File: config.mk
export PLATFORM = sky130hd
export DESIGN_NAME = u712Top
export DESIGN_NICKNAME = d
export VERILOG_FILES = /design/src/common/u712Pkg.sv /design/src/design/busSteering.sv /design/src/regCycle/regCycle.sv /design/src/chipRam/chipRam.sv /design/src/design/cycleTerm.sv /design/src/design/u712Top.sv
export VERILOG_INCLUDE_DIRS = /design/src /design/src/common
export SDC_FILE = /design/constraint.sdc
export NUM_CORES = 1
export LEC_CHECK = 0
export BUFFER_PORTS_ARGS = -buffer_cell sky130_fd_sc_hd__buf_2
export CAP_MARGIN = 15
export CORE_MARGIN = 3
export CORE_UTILIZATION = 49
export DETAILED_ROUTE_END_ITERATION = 7
export GPL_TIMING_DRIVEN = 0
export HOLD_SLACK_MARGIN = 0.06
export PLACE_DENSITY = 0.94
export SLEW_MARGIN = 20
export SYNTH_ARGS = -nofsm -noshare
export SYNTH_HDL_FRONTEND = slang
export SYNTH_SLANG_ARGS = --single-unit
File: constraint.sdc
create_clock -name clk80 -period 3 [get_ports clk80]
set_clock_uncertainty 0.15 [all_clocks]
set_input_delay 0.15 -clock clk80 [delete_from_list [all_inputs] [get_ports clk80]]
set_output_delay 0.15 -clock clk80 [all_outputs]
set_load 0.005 [all_outputs]
File: src/common/u712_params.svh
// Timing counts and address field positions, included by the cycle engines
`ifndef U712_PARAMS_SVH
`define U712_PARAMS_SVH

// Register cycle
// clk80 cycles with AS and the data strobes low
`define REG_HOLD_CYCLES 16

// Chip RAM cycle
// clk80 cycles from RAS low to CAS low
`define RAS_TO_CAS 2
// clk80 cycles CAS stays low before the acknowledge
`define CAS_HOLD 3

// Address fields
// Lowest row address bit, column is below it
`define ROW_LSB 10
// Chip RAM bank select
`define BANK_BIT 20

`endif

File: src/common/u712Pkg.sv
// Shared bus-bridge types, imported by the RTL blocks and the testbench
package u712Pkg;

    // 68040 transfer size codes from SIZ[1:0]
    // Line transfers run as long transfers on this card
    typedef enum logic [1:0] {
        sizeLong = 2'b00,
        sizeByte = 2'b01,
        sizeWord = 2'b10,
        sizeLine = 2'b11
    } transferSizeT;

    // CPU request as held on the local bus until tackN
    typedef struct packed {
        logic [20:0]  addr;
        logic         rnw;
        transferSizeT siz;
    } cpuReqT;

    // Chipset register cycle, 68000 style strobes
    typedef enum logic [2:0] {
        regIdle,
        regSync,
        regStrobe,
        regHold,
        regAck
    } regStateT;

    // Chip RAM row/column cycle
    typedef enum logic [2:0] {
        ramIdle,
        ramRas,
        ramCas,
        ramHold,
        ramAck
    } ramStateT;

    // DRAM control pins, all active low except the clock enable
    typedef struct packed {
        logic rasN;
        logic casN;
        logic weN;
        logic clkEn;
        logic ramEnN;
    } ramStrobesT;

endpackage

File: src/design/busSteering.sv
// Byte-lane enables and data-buffer controls, decoded straight from the CPU request
`timescale 1ns/100ps

module busSteering import u712Pkg::*; (
    input  cpuReqT req,
    input  logic   regSpaceN,
    input  logic   ramSpaceN,
    input  logic   dbDir,
    output logic   cuubeN,
    output logic   cumbeN,
    output logic   clmbeN,
    output logic   cllbeN,
    output logic   vbenN,
    output logic   drdenN,
    output logic   drdDir
);

    // Lane 0 is the uppermost byte, D31..D24
    logic [0:3] laneN;

    always_comb begin
        laneN = 4'b1111;
        case (req.siz)
            sizeByte: laneN[req.addr[1:0]] = 1'b0;
            // Word picks a half by A1
            sizeWord: laneN = req.addr[1] ? 4'b1100 : 4'b0011;
            // Long and line use all four lanes
            default:  laneN = 4'b0000;
        endcase
    end

    assign cuubeN = laneN[0];
    assign cumbeN = laneN[1];
    assign clmbeN = laneN[2];
    assign cllbeN = laneN[3];

    // Chipset register buffer
    assign vbenN  = regSpaceN;
    // Chip RAM data buffer
    assign drdenN = ramSpaceN;
    // Direction comes from the local bus side
    assign drdDir = dbDir;

endmodule

File: src/regCycle/regCycle.sv
// Chipset register cycle engine, runs the 68000 strobe sequence in step with c1/c3
`timescale 1ns/100ps
`include "u712_params.svh"

module regCycle import u712Pkg::*; (
    input  logic   clk80,
    input  logic   reset,
    input  logic   c1,
    input  logic   c3,
    input  logic   tsN,
    input  logic   regSpaceN,
    input  logic   dbrN,
    input  cpuReqT req,
    output logic   asN,
    output logic   udsN,
    output logic   ldsN,
    output logic   regEnN,
    output logic   regTack
);

    localparam int holdW = $clog2(`REG_HOLD_CYCLES) + 1;

    regStateT         state;
    logic [holdW-1:0] holdCnt;
    logic             udsSel;
    logic             ldsSel;
    logic             startReq;
    logic             phaseOk;
    logic             strobing;
    logic             byteAcc;

    // New register access from the CPU, only while DMA leaves the bus free
    assign startReq = !tsN && !regSpaceN && dbrN;
    // Chipset phase where AS may fall
    assign phaseOk  = c1 && !c3;
    assign byteAcc  = (req.siz == sizeByte);

    //////////////////////////////////////////////////
    // Cycle state machine
    //////////////////////////////////////////////////

    always_ff @(posedge clk80) begin
        if (reset) begin
            state   <= regIdle;
            holdCnt <= '0;
        end else begin
            case (state)
                regIdle: begin
                    if (startReq) begin
                        state <= regSync;
                    end
                end
                // Wait for c1 high, c3 low
                regSync: begin
                    if (phaseOk) begin
                        state   <= regStrobe;
                        holdCnt <= '0;
                    end
                end
                // First strobe cycle
                regStrobe: begin
                    state   <= regHold;
                    holdCnt <= holdCnt + 1'b1;
                end
                regHold: begin
                    if (holdCnt == holdW'(`REG_HOLD_CYCLES - 1)) begin
                        state <= regAck;
                    end else begin
                        holdCnt <= holdCnt + 1'b1;
                    end
                end
                // Strobes already up, one-cycle acknowledge
                regAck: begin
                    state <= regIdle;
                end
                default: begin
                    state <= regIdle;
                end
            endcase
        end
    end

    // Lane choice taken at the start, held for the cycle
    always_ff @(posedge clk80) begin
        if (state == regIdle && startReq) begin
            udsSel <= !byteAcc || !req.addr[0];
            ldsSel <= !byteAcc || req.addr[0];
        end
    end

    //////////////////////////////////////////////////
    // Strobe outputs
    //////////////////////////////////////////////////

    assign strobing = (state == regStrobe) || (state == regHold);

    assign asN     = !strobing;
    assign regEnN  = !strobing;
    // Even byte on UDS, odd byte on LDS
    assign udsN    = !(strobing && udsSel);
    assign ldsN    = !(strobing && ldsSel);
    assign regTack = (state == regAck);

endmodule

File: src/chipRam/chipRam.sv
// Chip RAM cycle engine, one RAS/CAS access with row/column address multiplexing
`timescale 1ns/100ps
`include "u712_params.svh"

module chipRam import u712Pkg::*; (
    input  logic        clk80,
    input  logic        reset,
    input  logic        tsN,
    input  logic        ramSpaceN,
    input  logic        dbrN,
    input  cpuReqT      req,
    output ramStrobesT  strobes,
    output logic [10:0] cma,
    output logic        bank0,
    output logic        bank1,
    output logic        crcsN,
    output logic        ramTack
);

    localparam int maxCnt = (`CAS_HOLD > `RAS_TO_CAS) ? `CAS_HOLD : `RAS_TO_CAS;
    localparam int cntW   = $clog2(maxCnt) + 1;

    ramStateT        state;
    logic [cntW-1:0] cycCnt;
    logic            pending;
    logic            startReq;
    logic            busy;
    logic            casPhase;
    logic [10:0]     rowAddr;
    logic [10:0]     colAddr;

    assign startReq = !tsN && !ramSpaceN;

    //////////////////////////////////////////////////
    // Cycle state machine
    //////////////////////////////////////////////////

    always_ff @(posedge clk80) begin
        if (reset) begin
            state   <= ramIdle;
            cycCnt  <= '0;
            pending <= 1'b0;
        end else begin
            case (state)
                ramIdle: begin
                    // Agnus owns the bus while dbrN is low
                    if ((startReq || pending) && dbrN) begin
                        state   <= ramRas;
                        cycCnt  <= '0;
                        pending <= 1'b0;
                    end else if (startReq) begin
                        pending <= 1'b1;
                    end
                end
                // Row address out, RAS low
                ramRas: begin
                    if (cycCnt == cntW'(`RAS_TO_CAS - 1)) begin
                        state  <= ramCas;
                        cycCnt <= '0;
                    end else begin
                        cycCnt <= cycCnt + 1'b1;
                    end
                end
                // Column address out, CAS falls here
                ramCas: begin
                    state  <= (`CAS_HOLD > 1) ? ramHold : ramAck;
                    cycCnt <= cntW'(1);
                end
                ramHold: begin
                    if (cycCnt == cntW'(`CAS_HOLD - 1)) begin
                        state <= ramAck;
                    end else begin
                        cycCnt <= cycCnt + 1'b1;
                    end
                end
                // All strobes up, acknowledge for one cycle
                ramAck: begin
                    state <= ramIdle;
                end
                default: begin
                    state <= ramIdle;
                end
            endcase
        end
    end

    //////////////////////////////////////////////////
    // Address mux and strobes
    //////////////////////////////////////////////////

    assign busy     = (state == ramRas) || (state == ramCas) || (state == ramHold);
    assign casPhase = (state == ramCas) || (state == ramHold);

    // Row is A19..A10, top bit stays low
    assign rowAddr = {1'b0, req.addr[`ROW_LSB +: 10]};
    // Column is A9..A1, word addressed
    assign colAddr = {2'b00, req.addr[`ROW_LSB-1:1]};
    assign cma     = casPhase ? colAddr : rowAddr;

    assign strobes.rasN   = !busy;
    assign strobes.casN   = !casPhase;
    // Early write, WE falls with CAS
    assign strobes.weN    = !(casPhase && !req.rnw);
    assign strobes.clkEn  = busy;
    assign strobes.ramEnN = !busy;

    // Bank select from A20
    assign bank0   = busy && !req.addr[`BANK_BIT];
    assign bank1   = busy && req.addr[`BANK_BIT];
    assign crcsN   = !busy;
    assign ramTack = (state == ramAck);

endmodule

File: src/design/cycleTerm.sv
// CPU cycle termination, merges both acknowledges into a tackN pulse on the 40 MHz phase
`timescale 1ns/100ps

module cycleTerm (
    input  logic clk80,
    input  logic reset,
    input  logic regTack,
    input  logic ramTack,
    output logic tackN
);

    logic phase;
    logic pending;
    logic holdTack;
    logic anyAck;

    assign anyAck = regTack || ramTack;

    always_ff @(posedge clk80) begin
        if (reset) begin
            phase    <= 1'b0;
            pending  <= 1'b0;
            holdTack <= 1'b0;
            tackN    <= 1'b1;
        end else begin
            // 40 MHz phase from clk80
            phase <= !phase;
            if (holdTack) begin
                // Second low cycle
                holdTack <= 1'b0;
            end else if (!tackN) begin
                tackN <= 1'b1;
            end else if ((pending || anyAck) && !phase) begin
                // Start only on phase 0
                tackN    <= 1'b0;
                holdTack <= 1'b1;
                pending  <= 1'b0;
            end else if (anyAck) begin
                pending <= 1'b1;
            end
        end
    end

endmodule

File: src/design/u712Top.sv
// Bus bridge top level, wires the cycle engines, termination and steering to the pins
`timescale 1ns/100ps

module u712Top import u712Pkg::*; (
    input  logic        clk80,
    input  logic        reset,
    input  logic        c1,
    input  logic        c3,
    input  logic        tsN,
    input  logic        dbrN,
    input  logic        regSpaceN,
    input  logic        ramSpaceN,
    input  logic        dbDir,
    input  logic        rnw,
    input  logic [1:0]  siz,
    input  logic [20:0] addr,
    output logic        asN,
    output logic        udsN,
    output logic        ldsN,
    output logic        regEnN,
    output logic        vbenN,
    output logic        drdenN,
    output logic        drdDir,
    output logic        dbenN,
    output logic        crcsN,
    output logic        clkEn,
    output logic        bank0,
    output logic        bank1,
    output logic        rasN,
    output logic        casN,
    output logic        weN,
    output logic        ramEnN,
    output logic [10:0] cma,
    output logic        cuubeN,
    output logic        cumbeN,
    output logic        clmbeN,
    output logic        cllbeN,
    output logic        tackN
);

    cpuReqT     req;
    ramStrobesT ramStrobes;
    logic       regTack;
    logic       ramTack;

    // Request fields from the local bus pins
    assign req.addr = addr;
    assign req.rnw  = rnw;
    assign req.siz  = transferSizeT'(siz);

    // DRAM strobes out to the pins
    assign rasN   = ramStrobes.rasN;
    assign casN   = ramStrobes.casN;
    assign weN    = ramStrobes.weN;
    assign clkEn  = ramStrobes.clkEn;
    assign ramEnN = ramStrobes.ramEnN;

    // Not used on this board revision
    assign dbenN = 1'b1;

    //////////////////////////////////////////////////
    // Cycle engines
    //////////////////////////////////////////////////

    regCycle regCycle_i (
        .clk80(clk80), .reset(reset), .c1(c1), .c3(c3), .tsN(tsN),
        .regSpaceN(regSpaceN), .dbrN(dbrN), .req(req),
        .asN(asN), .udsN(udsN), .ldsN(ldsN), .regEnN(regEnN), .regTack(regTack)
    );

    chipRam chipRam_i (
        .clk80(clk80), .reset(reset), .tsN(tsN), .ramSpaceN(ramSpaceN),
        .dbrN(dbrN), .req(req), .strobes(ramStrobes), .cma(cma),
        .bank0(bank0), .bank1(bank1), .crcsN(crcsN), .ramTack(ramTack)
    );

    // Termination and lane steering
    cycleTerm cycleTerm_i (
        .clk80(clk80), .reset(reset), .regTack(regTack), .ramTack(ramTack), .tackN(tackN)
    );

    busSteering busSteering_i (
        .req(req), .regSpaceN(regSpaceN), .ramSpaceN(ramSpaceN), .dbDir(dbDir),
        .cuubeN(cuubeN), .cumbeN(cumbeN), .clmbeN(clmbeN), .cllbeN(cllbeN),
        .vbenN(vbenN), .drdenN(drdenN), .drdDir(drdDir)
    );

endmodule

# After elaboration in Yosys (flattened, before gate mapping)
# Cells that the tools add are included.
# word_totals
register_bits	21
output_inout_bits	32
# classes
n_addsub	2
n_lt_le_gt_ge	2
n_eq_ne	21
mux	27
bitwise_logic	4
n_reduce_logical	50
# ops
operator	n
one-hot mux 3 bit (4 select lines)	3
2-to-1 mux 3 bit	9
== test 3 x 2 -> 1 bit (second input constant)	5
logical NOT 1 bit	15
one-hot mux 5 bit (3 select lines)	1
AND reduction 3 bit	5
logical AND 1 bit	13
inequality test 2 x 1 -> 1 bit (second input constant)	6
2-to-1 mux 10 bit	1
2-to-1 mux 5 bit	2
== test 3 x 1 -> 1 bit (second input constant)	3
logical OR 1 bit	9
2-to-1 mux 1 bit	8
one-hot mux 4 bit (2 select lines)	1
== test 3 bit (second input constant)	2
logical NOT 3 bit	2
adder 5 x 1 -> 5 bit (second input constant)	1
== test 5 x 4 -> 1 bit (second input constant)	1
2-to-1 mux 4 bit	1
inequality test 2 bit (second input constant)	2
inverter 4 bit	1
nonzero test 2 bit	2
nonzero test 4 bit	1
adder 3 x 1 -> 3 bit (second input constant)	1
other kinds (10)	11

# Logic depth before layout (Yosys ltp)
# Gate-level depths: netlist of run 1.
# depth
depth_word	7
depth_mapped	7
ltp_nobuf	7

# Hierarchy
# From an unflattened synthesis of run 1, not the netlist that was laid out.
# hier_totals
cells_unflattened	165
area_unflattened_um2	1441.4
# by_module_without_submodules
module	n_inst	cells_per_inst	area_each_um2	seq_area_each_um2
chipRam	1	83	669.4	140.1
regCycle	1	51	516.7	220.2
cycleTerm	1	14	146.4	80.1
busSteering	1	15	97.6	0.0
u712Top	1	2	11.3	0.0

# Least setup slack after synthesis of run 1
# Ideal clock, no wire load.
# synth_timing
path_type	reg2reg
from	reg regCycle_i.holdCnt[0]
to	reg regCycle_i.holdCnt[3]
arrival_time_ns	1.711
t_required_ns	2.780
slack_ns	1.069
stages_incl_launch_ff	8
n_path_buf	0
cell_sequence	dfxtp_1 -> ha_1 -> and3_1 -> ha_1 -> a31oi_1 -> o21ai_1 -> or3_1 -> a21oi_1
# synth_via
elab_chain_cells	3
elab_cells_between_ends	6
# synth_lines
element	line	text
start: declaration	regCycle.sv:24	logic [holdW-1:0] holdCnt;
start signal: assignment	regCycle.sv:63	holdCnt <= holdCnt + 1'b1;
start signal: assignment	regCycle.sv:69	holdCnt <= holdCnt + 1'b1;
adder 5 x 1 -> 5 bit / == test 5 x 4 -> 1 bit (equally long branches)	regCycle.sv:63, regCycle.sv:69, regCycle.sv:66	
2-to-1 mux 5 bit / inequality test 2 bit (equally long branches)	--	
one-hot mux 5 bit (3 select lines) / AND reduction 3 bit (equally long branches)	--	
# Parallel ways exist; a longest one is shown, timed or not. The select of a mux whose other input is x is not followed.
# A chain may end at the register's enable or synchronous reset.

# Worst setup path after layout of run 1
# Ends and elaborated chain as after synthesis.

==> results_dict.tcl, run 1 <==
set metrics [dict create \
    status "finished clean" \
    nFillCells 187 \
    crit_path_frequent_cell "ha_1" \
    clockBufferDepth 2 \
    synth_fp_nets 188 \
    dpl_worst_slack_ps 906 \
    final_core_util_pct 68.1 \
    cts.repair.resized 0 \
    synthArstFlopShare_pct 0 \
    maxSlewViolCount 0 \
    worst-setup-path-type "register to register" \
    tns_ps 0 \
    worstHoldPathType "primary input to register" \
    cp-start-kind "register" \
    routed-wl-met2_um 1670 \
    ctsHoldBuffers 3 \
    clkPwrFrac_pct 25.4 \
    diodes 0 \
    syn_avg_cell_area_sq_um 8.78 \
    grt_antenna_before_repair 0 \
    met1Wirelength_um 1320 \
    endpoint_kind "register" \
    syn2layout_area_growth_pct 31.0 \
    drive_gt1_share_pct 42.6 \
    syn_inst 148 \
    vias_per_cell 5.22 \
    wl_met3_um 127 \
    cap_violations 0 \
    drt_iter0_drc 42 \
    cellLeakagePower_nw 0.775 \
    max-vdd-ir-drop_mv 0.412 \
    cts_tree "yes" \
    crit_family "simple AND/OR/NAND/NOR gates" \
    dr.pass1.iters 4 \
    power_frac_comb_pct 21.8 \
    synth.area.top_cells "dfxtp_1 29%, mux2_2 9.5%, ha_1 6.7%, buf_4 4.6%, edfxtp_1 4.6%" \
    dieArea_sq_mm 0.00330 \
    multi_input_area_sq_um 744 \
    insertion_delay_ps 300 \
    finalCriticalPeriod_ps 2120 \
    io_buffer_count 61 \
    totalWireLength_um 3160 \
    synth_warnings 0 \
    overflow 0 \
    cts_num_sinks 21 \
    powerDensity_mw_per_mm2 327 \
    numCtsBuffers 3 \
    grt_max_degree 14 \
    final-hold-violation-count 0 \
    rows 18 \
    die_h_um 57.5 \
    synth-seq-cells 21 \
    max_freq_mhz 472 \
    yosysSeqAreaShare_pct 33.9 \
    sequentialPowerShare_pct 52.8 \
    grt_pass1_wl_um 5080 \
    synth_cell_types 43 \
    cp.buffers_inverters 0 \
    synth-edff-count 2 \
    slowest_delay_ps 380 \
    setup_viol 0 \
    initial_core_util_pct 52.0 \
    htree_levels 1 \
    gp_congestion 0.807 \
    post_cts_buffers 0 \
    setup_ws_ps 882 \
    crit_arrival_ps 2220 \
    p_sw_share_pct 27.4 \
    final_cell_mix "62 x buf_2, 19 x dfxtp_1, 15 x nor2_1, 11 x mux2_2, 10 x a21oi_1" \
    hpwl_um 2470 \
    grt_pass1_vias 1202 \
    synth_ff_type "dfxtp_1" \
    io_pins 65 \
    yosys.area.top_type "dfxtp_1" \
    whs_ps 76.8 \
    die_w_um 57.5 \
    critical_path.max_fanout 5 \
    drc 0 \
    design.core.area_sq_mm 0.00250 \
    root_buffer "clkbuf_4" \
    wire_per_inst_um 12.8 \
    p_int_mw 0.404 \
    path_cells "ha_1, and3_1, ha_1, a31oi_1, o21ai_1, or3_1, a21oi_1" \
    ant_nets 0 \
    rsz0062_at_grt "no" \
    clk_pin_slew_ps 120 \
    grtUsageTotal_pct 19.2 \
    dr.max_layer_used "met4" \
    final-seq-area_sq_um 440 \
    vias 1285 \
    period_share_pct 70.6 \
    crit_slowest_cell "or3_1" \
    p_total_mw 0.557 \
    layout_commonest_cell "buf_2" \
    p_switching_mw 0.152 \
    syn_area_sq_mm 0.00130 \
    fin_nets 257 \
    synth_top_area_share_pct 29.3 \
    crit_required_ps 3100 \
]
[logic make-up after synthesis]
| family | count (synthesis) | share of synthesized area [%] |
|---|---|---|
| buf+inv | 22 | 8.77 |
| simple gates | 49 | 20.1 |
| flops | 21 | 33.9 |
| other cells | 2 | 0.578 |
| compound gates | 33 | 18.2 |
| mux | 12 | 10.3 |
| xor+xnor | 2 | 1.35 |
| fa+ha+maj | 7 | 6.74 |
[flip-flops by register name, indices dropped and copies added (netlist names)]
name,cells
cycleTerm_i.pending,1
chipRam_i.pending,1
regCycle_i.holdCnt,5
cycleTerm_i.phase,1
regCycle_i.ldsSel,1
cycleTerm_i.tackN,1
chipRam_i.state,3
chipRam_i.cycCnt,3
regCycle_i.state,3
regCycle_i.udsSel,1
cycleTerm_i.holdTack,1
[worst paths after layout]
check	startpoint	end	slack [ps]	depth (start not counted)
worst max-delay path	regCycle_i.holdCnt[0]$_SDFFE_PP0P_	regCycle_i.holdCnt[3]$_SDFFE_PP0P_	880	7
worst min-delay path	tsN	chipRam_i.pending$_SDFFE_PP0P_	80	4
worst max register to register	regCycle_i.holdCnt[0]$_SDFFE_PP0P_	regCycle_i.holdCnt[3]$_SDFFE_PP0P_	880	7
worst min register to register	cycleTerm_i.phase$_SDFF_PP0_	cycleTerm_i.phase$_SDFF_PP0_	300	1
[stage by stage]
step	instance area (sq um)	instances
global route	1700	246
detailed placement	1640	239
floorplan	1300	148
global placement	1640	239
finish	1700	246
CTS	1700	246
[cell usage after synthesis (all sizes together) (2+ instances only)]
cell type and count:
nor3 5, inv 8, xor2 2, or2 2, a211oi 5, nand2b 6
o21ai 4, buf 9, o21a 2, nand2 8, ha 7, a21o 2
a31oi 2, edfxtp 2, and4b 2, nor2 15, mux2 11, dfxtp 19
conb 2, clkbuf 5, and2 2, a311oi 2, a21oi 10
[layout make-up]
class,count,share of cell area [%]
clock inverters,1,0.441
plain buffers,14,4.93
inverters,8,1.76
flip-flops and latches,21,25.9
repair buffers,64,19.7
clock buffers,3,1.32
well taps,30,2.21
multi-input cells,105,43.8
[power by group through the flow]
stage               logic (mW)  registers, mW  clock network (mW)
CTS                      0.121          0.294               0.145
global placement         0.114          0.300                   0
finish                   0.122          0.294               0.141
detailed placement       0.117          0.300                   0
floorplan               0.0657          0.299                   0
global route             0.135          0.295               0.159
[routing by layer]
layer | up-vias | GRT usage [%]
met2 | 33 | 33.1
met3 | 8 | 4.75
met4 | 0 | 5.30
met1 | 594 | 23.5
li1 | 650 | -
met5 | - | 0
[worst min-delay path, stage by stage]
cell      delay (ps)
buf_2            110
nor2_1            60
a21oi_1          120
a211oi_1          60
No activity file was read; power rests on OpenSTA's default activity.
==> inputs of run 2 (changes only) <==
ABC_AREA = 1   (was unset)
CORE_UTILIZATION = 47   (was 49)
PLACE_DENSITY = 0.89   (was 0.94)
clock period = 2.2 ns   (was 3 ns; I/O delays follow)
==> run 2 against run 1 <==
  * Setup slack lost 800 ps
  * Critical path type is now primary input to register
  * Non-clock buffer count down 2
  * Count of clock-buffer cells in the layout unchanged
  * Utilization shrank 2.2 points
  * Largest cell class unchanged
  * First-iteration DRC count up 12%
  * Routed wire length decreased by 0.73%
==> results_dict.tcl, run 2 <==
set metrics [dict create \
    cts_tree "yes" \
    min_from "c1" \
    clk_pin_slew_ps 130 \
    synth.area.top_cells "dfxtp_1 27%, nand2_1 20%, inv_1 8.9%, nor2_1 8.4%, ha_1 6.1%" \
    synth-edff-count 2 \
    setup_viol 0 \
    tns_ps 0 \
    crit_arrival_ps 2170 \
    vias_per_cell 4.89 \
    hpwl_um 2500 \
    yosys.cell_count.top_type "nand2_1" \
    worst_r2r_path_depth 6 \
    maxSlewViolCount 0 \
    synth_fp_nets 274 \
    critical_path.max_fanout 7 \
    grt_max_degree 14 \
    r2r_slack_ps 90 \
    endpoint_kind "register" \
    fin_nets 345 \
    relSlewSlack_pct 61.5 \
    synthArstFlopShare_pct 0 \
    power_frac_comb_pct 41.4 \
    sequentialPowerShare_pct 42.0 \
    synth_commonest_cells "76 x nand2_1, 34 x inv_1, 32 x nor2_1" \
    wire_per_inst_um 9.35 \
    numCtsBuffers 3 \
    cp-start-kind "primary input" \
    initial_core_util_pct 50.5 \
    synth_top_area_share_pct 26.6 \
    synth-compound-area-share_pct 9.73 \
    finalCriticalPeriod_ps 2120 \
    crit_family "buffers and inverters" \
    max-vdd-ir-drop_mv 0.297 \
    period_share_pct 96.5 \
    diodes 0 \
    worst-setup-path-type "primary input to register" \
    path_cells "dlygate4sd3_1, buf_2, clkinvlp_4, nand2_1, dlygate4sd3_1, a21oi_1, dlygate4sd3_1" \
    grtUsageTotal_pct 17.4 \
    syn_inst 234 \
    crit_slowest_cell "dlygate4sd3_1" \
    grt_pass1_wl_um 5150 \
    synthSimpleGateAreaFrac_pct 38.0 \
    synth_ff_type "dfxtp_1" \
    rsz0062_at_grt "no" \
    gp_congestion 0.845 \
    grt_antenna_before_repair 0 \
    syn_avg_cell_area_sq_um 6.10 \
    cellLeakagePower_nw 0.977 \
    worstHoldEndpoint "regCycle_i.state[0]$_SDFFE_PP0P_" \
    root_buffer "clkbuf_4" \
    cts_num_sinks 21 \
    rr_startpoint "chipRam_i.state[1]$_SDFFE_PP0P_" \
    totalWireLength_um 3130 \
    ant_nets 0 \
    rows 19 \
    synth_xor_area_share_pct 0 \
    io_pins 65 \
    design.core.area_sq_mm 0.00283 \
    yosys.area.top_type "dfxtp_1" \
    multi_input_area_sq_um 783 \
    worstHoldPathType "primary input to register" \
    die_h_um 61.1 \
    htree_levels 1 \
    crit-reg2reg-capture "chipRam_i.pending$_SDFFE_PP0P_" \
    final-hold-violation-count 0 \
    final-seq-area_sq_um 443 \
    synth_mux_area_share_pct 0 \
    die_w_um 61.1 \
    p_switching_mw 0.445 \
    slowest_delay_ps 550 \
    clkPwrFrac_pct 16.7 \
    cp.buffers_inverters 5 \
    io_buffer_count 61 \
    crit_path_frequent_cell "dlygate4sd3_1" \
    dr.pass1.iters 4 \
    grt_pass1_vias 1351 \
    nFillCells 252 \
    whs_path_depth 6 \
    p_sw_share_pct 38.7 \
    syn2layout_area_growth_pct 30.6 \
    cap_violations 0 \
    layout_commonest_cell "nand2_1" \
    drt_iter0_drc 47 \
    status "finished clean" \
    yosysSeqAreaShare_pct 30.9 \
    p_int_mw 0.706 \
    dieArea_sq_mm 0.00374 \
    drive_gt1_share_pct 27.6 \
    synth_fa_ha_area_share_pct 6.13 \
    overflow 0 \
    setup_ws_ps 77.3 \
    synth-seq-cells 21 \
    dpl_worst_slack_ps 466 \
    final_cell_mix "76 x nand2_1, 61 x buf_2, 33 x inv_1, 32 x nor2_1" \
    max_freq_mhz 471 \
    synth_top_family_by_area "simple AND/OR/NAND/NOR gates" \
    clockBufferDepth 2 \
    syn_area_sq_mm 0.00143 \
    insertion_delay_ps 300 \
    synth_warnings 0 \
    largest_reg_flops 5 \
    crit_required_ps 2250 \
    synth_cell_types 24 \
    worst_slew_pin_slew_ps 572 \
    powerDensity_mw_per_mm2 617 \
    vias 1639 \
    drc 0 \
    registers.top_by_ff_count "regCycle_i.holdCnt" \
]
-- run 2: changes by cell type in the layout (fill, tap and decap cells not counted), moves of 3 or more --
| cell | delta |
|---|---|
| a211oi_1 | -5 |
| a21oi_1 | +7 |
| clkbuf_1 | -4 |
| inv_1 | +25 |
| mux2_2 | -11 |
| nand2_1 | +68 |
| nand2b_1 | -6 |
| nand3_1 | +12 |
| nor2_1 | +17 |
| nor3_1 | -3 |
| o21ai_0 | +4 |
-- run 2: layout make-up --
type	instances	area share, %
clock inverter	1	0.403
buffer	10	4.03
inverter	36	7.45
clock buffer	3	1.21
tap	31	2.08
multi-input combinational	167	42.0
timing repair buffer	66	19.1
sequential	21	23.8
-- run 2: cell families after synthesis --
logic type | after synthesis
AOI/OAI and AO/OA | 27
adders and majority gates | 7
buffers and inverters | 46
DFF | 21
other | 2
and+or+nand+nor | 131
-- run 2: what timing repair did --
action                                  CTS  global route
hold buffers                              5             0
endpoints found under the hold margin     7             0
endpoints found under the setup margin    0             1
resized for setup                         0             4
setup buffers                             0             0
-- run 2: how the worst max path moves through the flow --
| stage | from | to | slack (ps) | depth (start not counted) |
|---|---|---|---|---|
| 2_1_floorplan | regCycle_i.holdCnt[0]$_SDFFE_PP0P_ | regCycle_i.holdCnt[4]$_SDFFE_PP0P_ | 660 | 9 |
| 3_3_place_gp | regCycle_i.holdCnt[0]$_SDFFE_PP0P_ | regCycle_i.holdCnt[4]$_SDFFE_PP0P_ | 500 | 9 |
| 3_5_place_dp | regCycle_i.holdCnt[0]$_SDFFE_PP0P_ | regCycle_i.holdCnt[4]$_SDFFE_PP0P_ | 470 | 9 |
| 4_1_cts | chipRam_i.state[2]$_SDFFE_PP0P_ | chipRam_i.pending$_SDFFE_PP0P_ | 60 | 6 |
| 5_1_grt | reset | chipRam_i.pending$_SDFFE_PP0P_ | 8 | 7 |
| 6_report | reset | chipRam_i.pending$_SDFFE_PP0P_ | 80 | 7 |
-- run 2: layer usage --
| layer | GRT usage, % | part of all wire, % |
|---|---|---|
| met2 | 31.7 | 46 |
| met5 | 0 | 0 |
| met3 | 1.47 | 8.2 |
| met1 | 20.9 | 44 |
| met4 | 7.12 | 1.3 |
-- run 2: metrics by stage --
step / instance area (sq um) / cells / utilization [%] / total power, mW / hold WS, ps
3_3_place_gp: 1770 / 326 / 62.6 / 0.941 / 237
4_1_cts: 1850 / 335 / 65.5 / 1.15 / 60.7
3_5_place_dp: 1770 / 326 / 62.6 / 0.955 / 239
2_1_floorplan: 1430 / 234 / - / 0.807 / 101
5_1_grt: 1860 / 335 / 65.9 / 1.26 / 91.1
6_report: 1860 / 335 / 65.9 / 1.15 / 57.2
-- run 2: power groups by stage --
stage / clock, mW / combinational (mW) / sequential, mW
global route: 0.211 / 0.555 / 0.493
finish: 0.192 / 0.476 / 0.483
floorplan: 0 / 0.327 / 0.481
CTS: 0.196 / 0.476 / 0.481
detailed placement: 0 / 0.465 / 0.490
global placement: 0 / 0.453 / 0.489
-- run 2: worst register-to-register path: stages, from the launching register on --
cell and delay [ps]:
dfxtp_2 380, nor3_4 220, nand2_1 70, nand2_1 60, dlygate4sd3_1 550, a21oi_1 40, dlygate4sd3_1 550
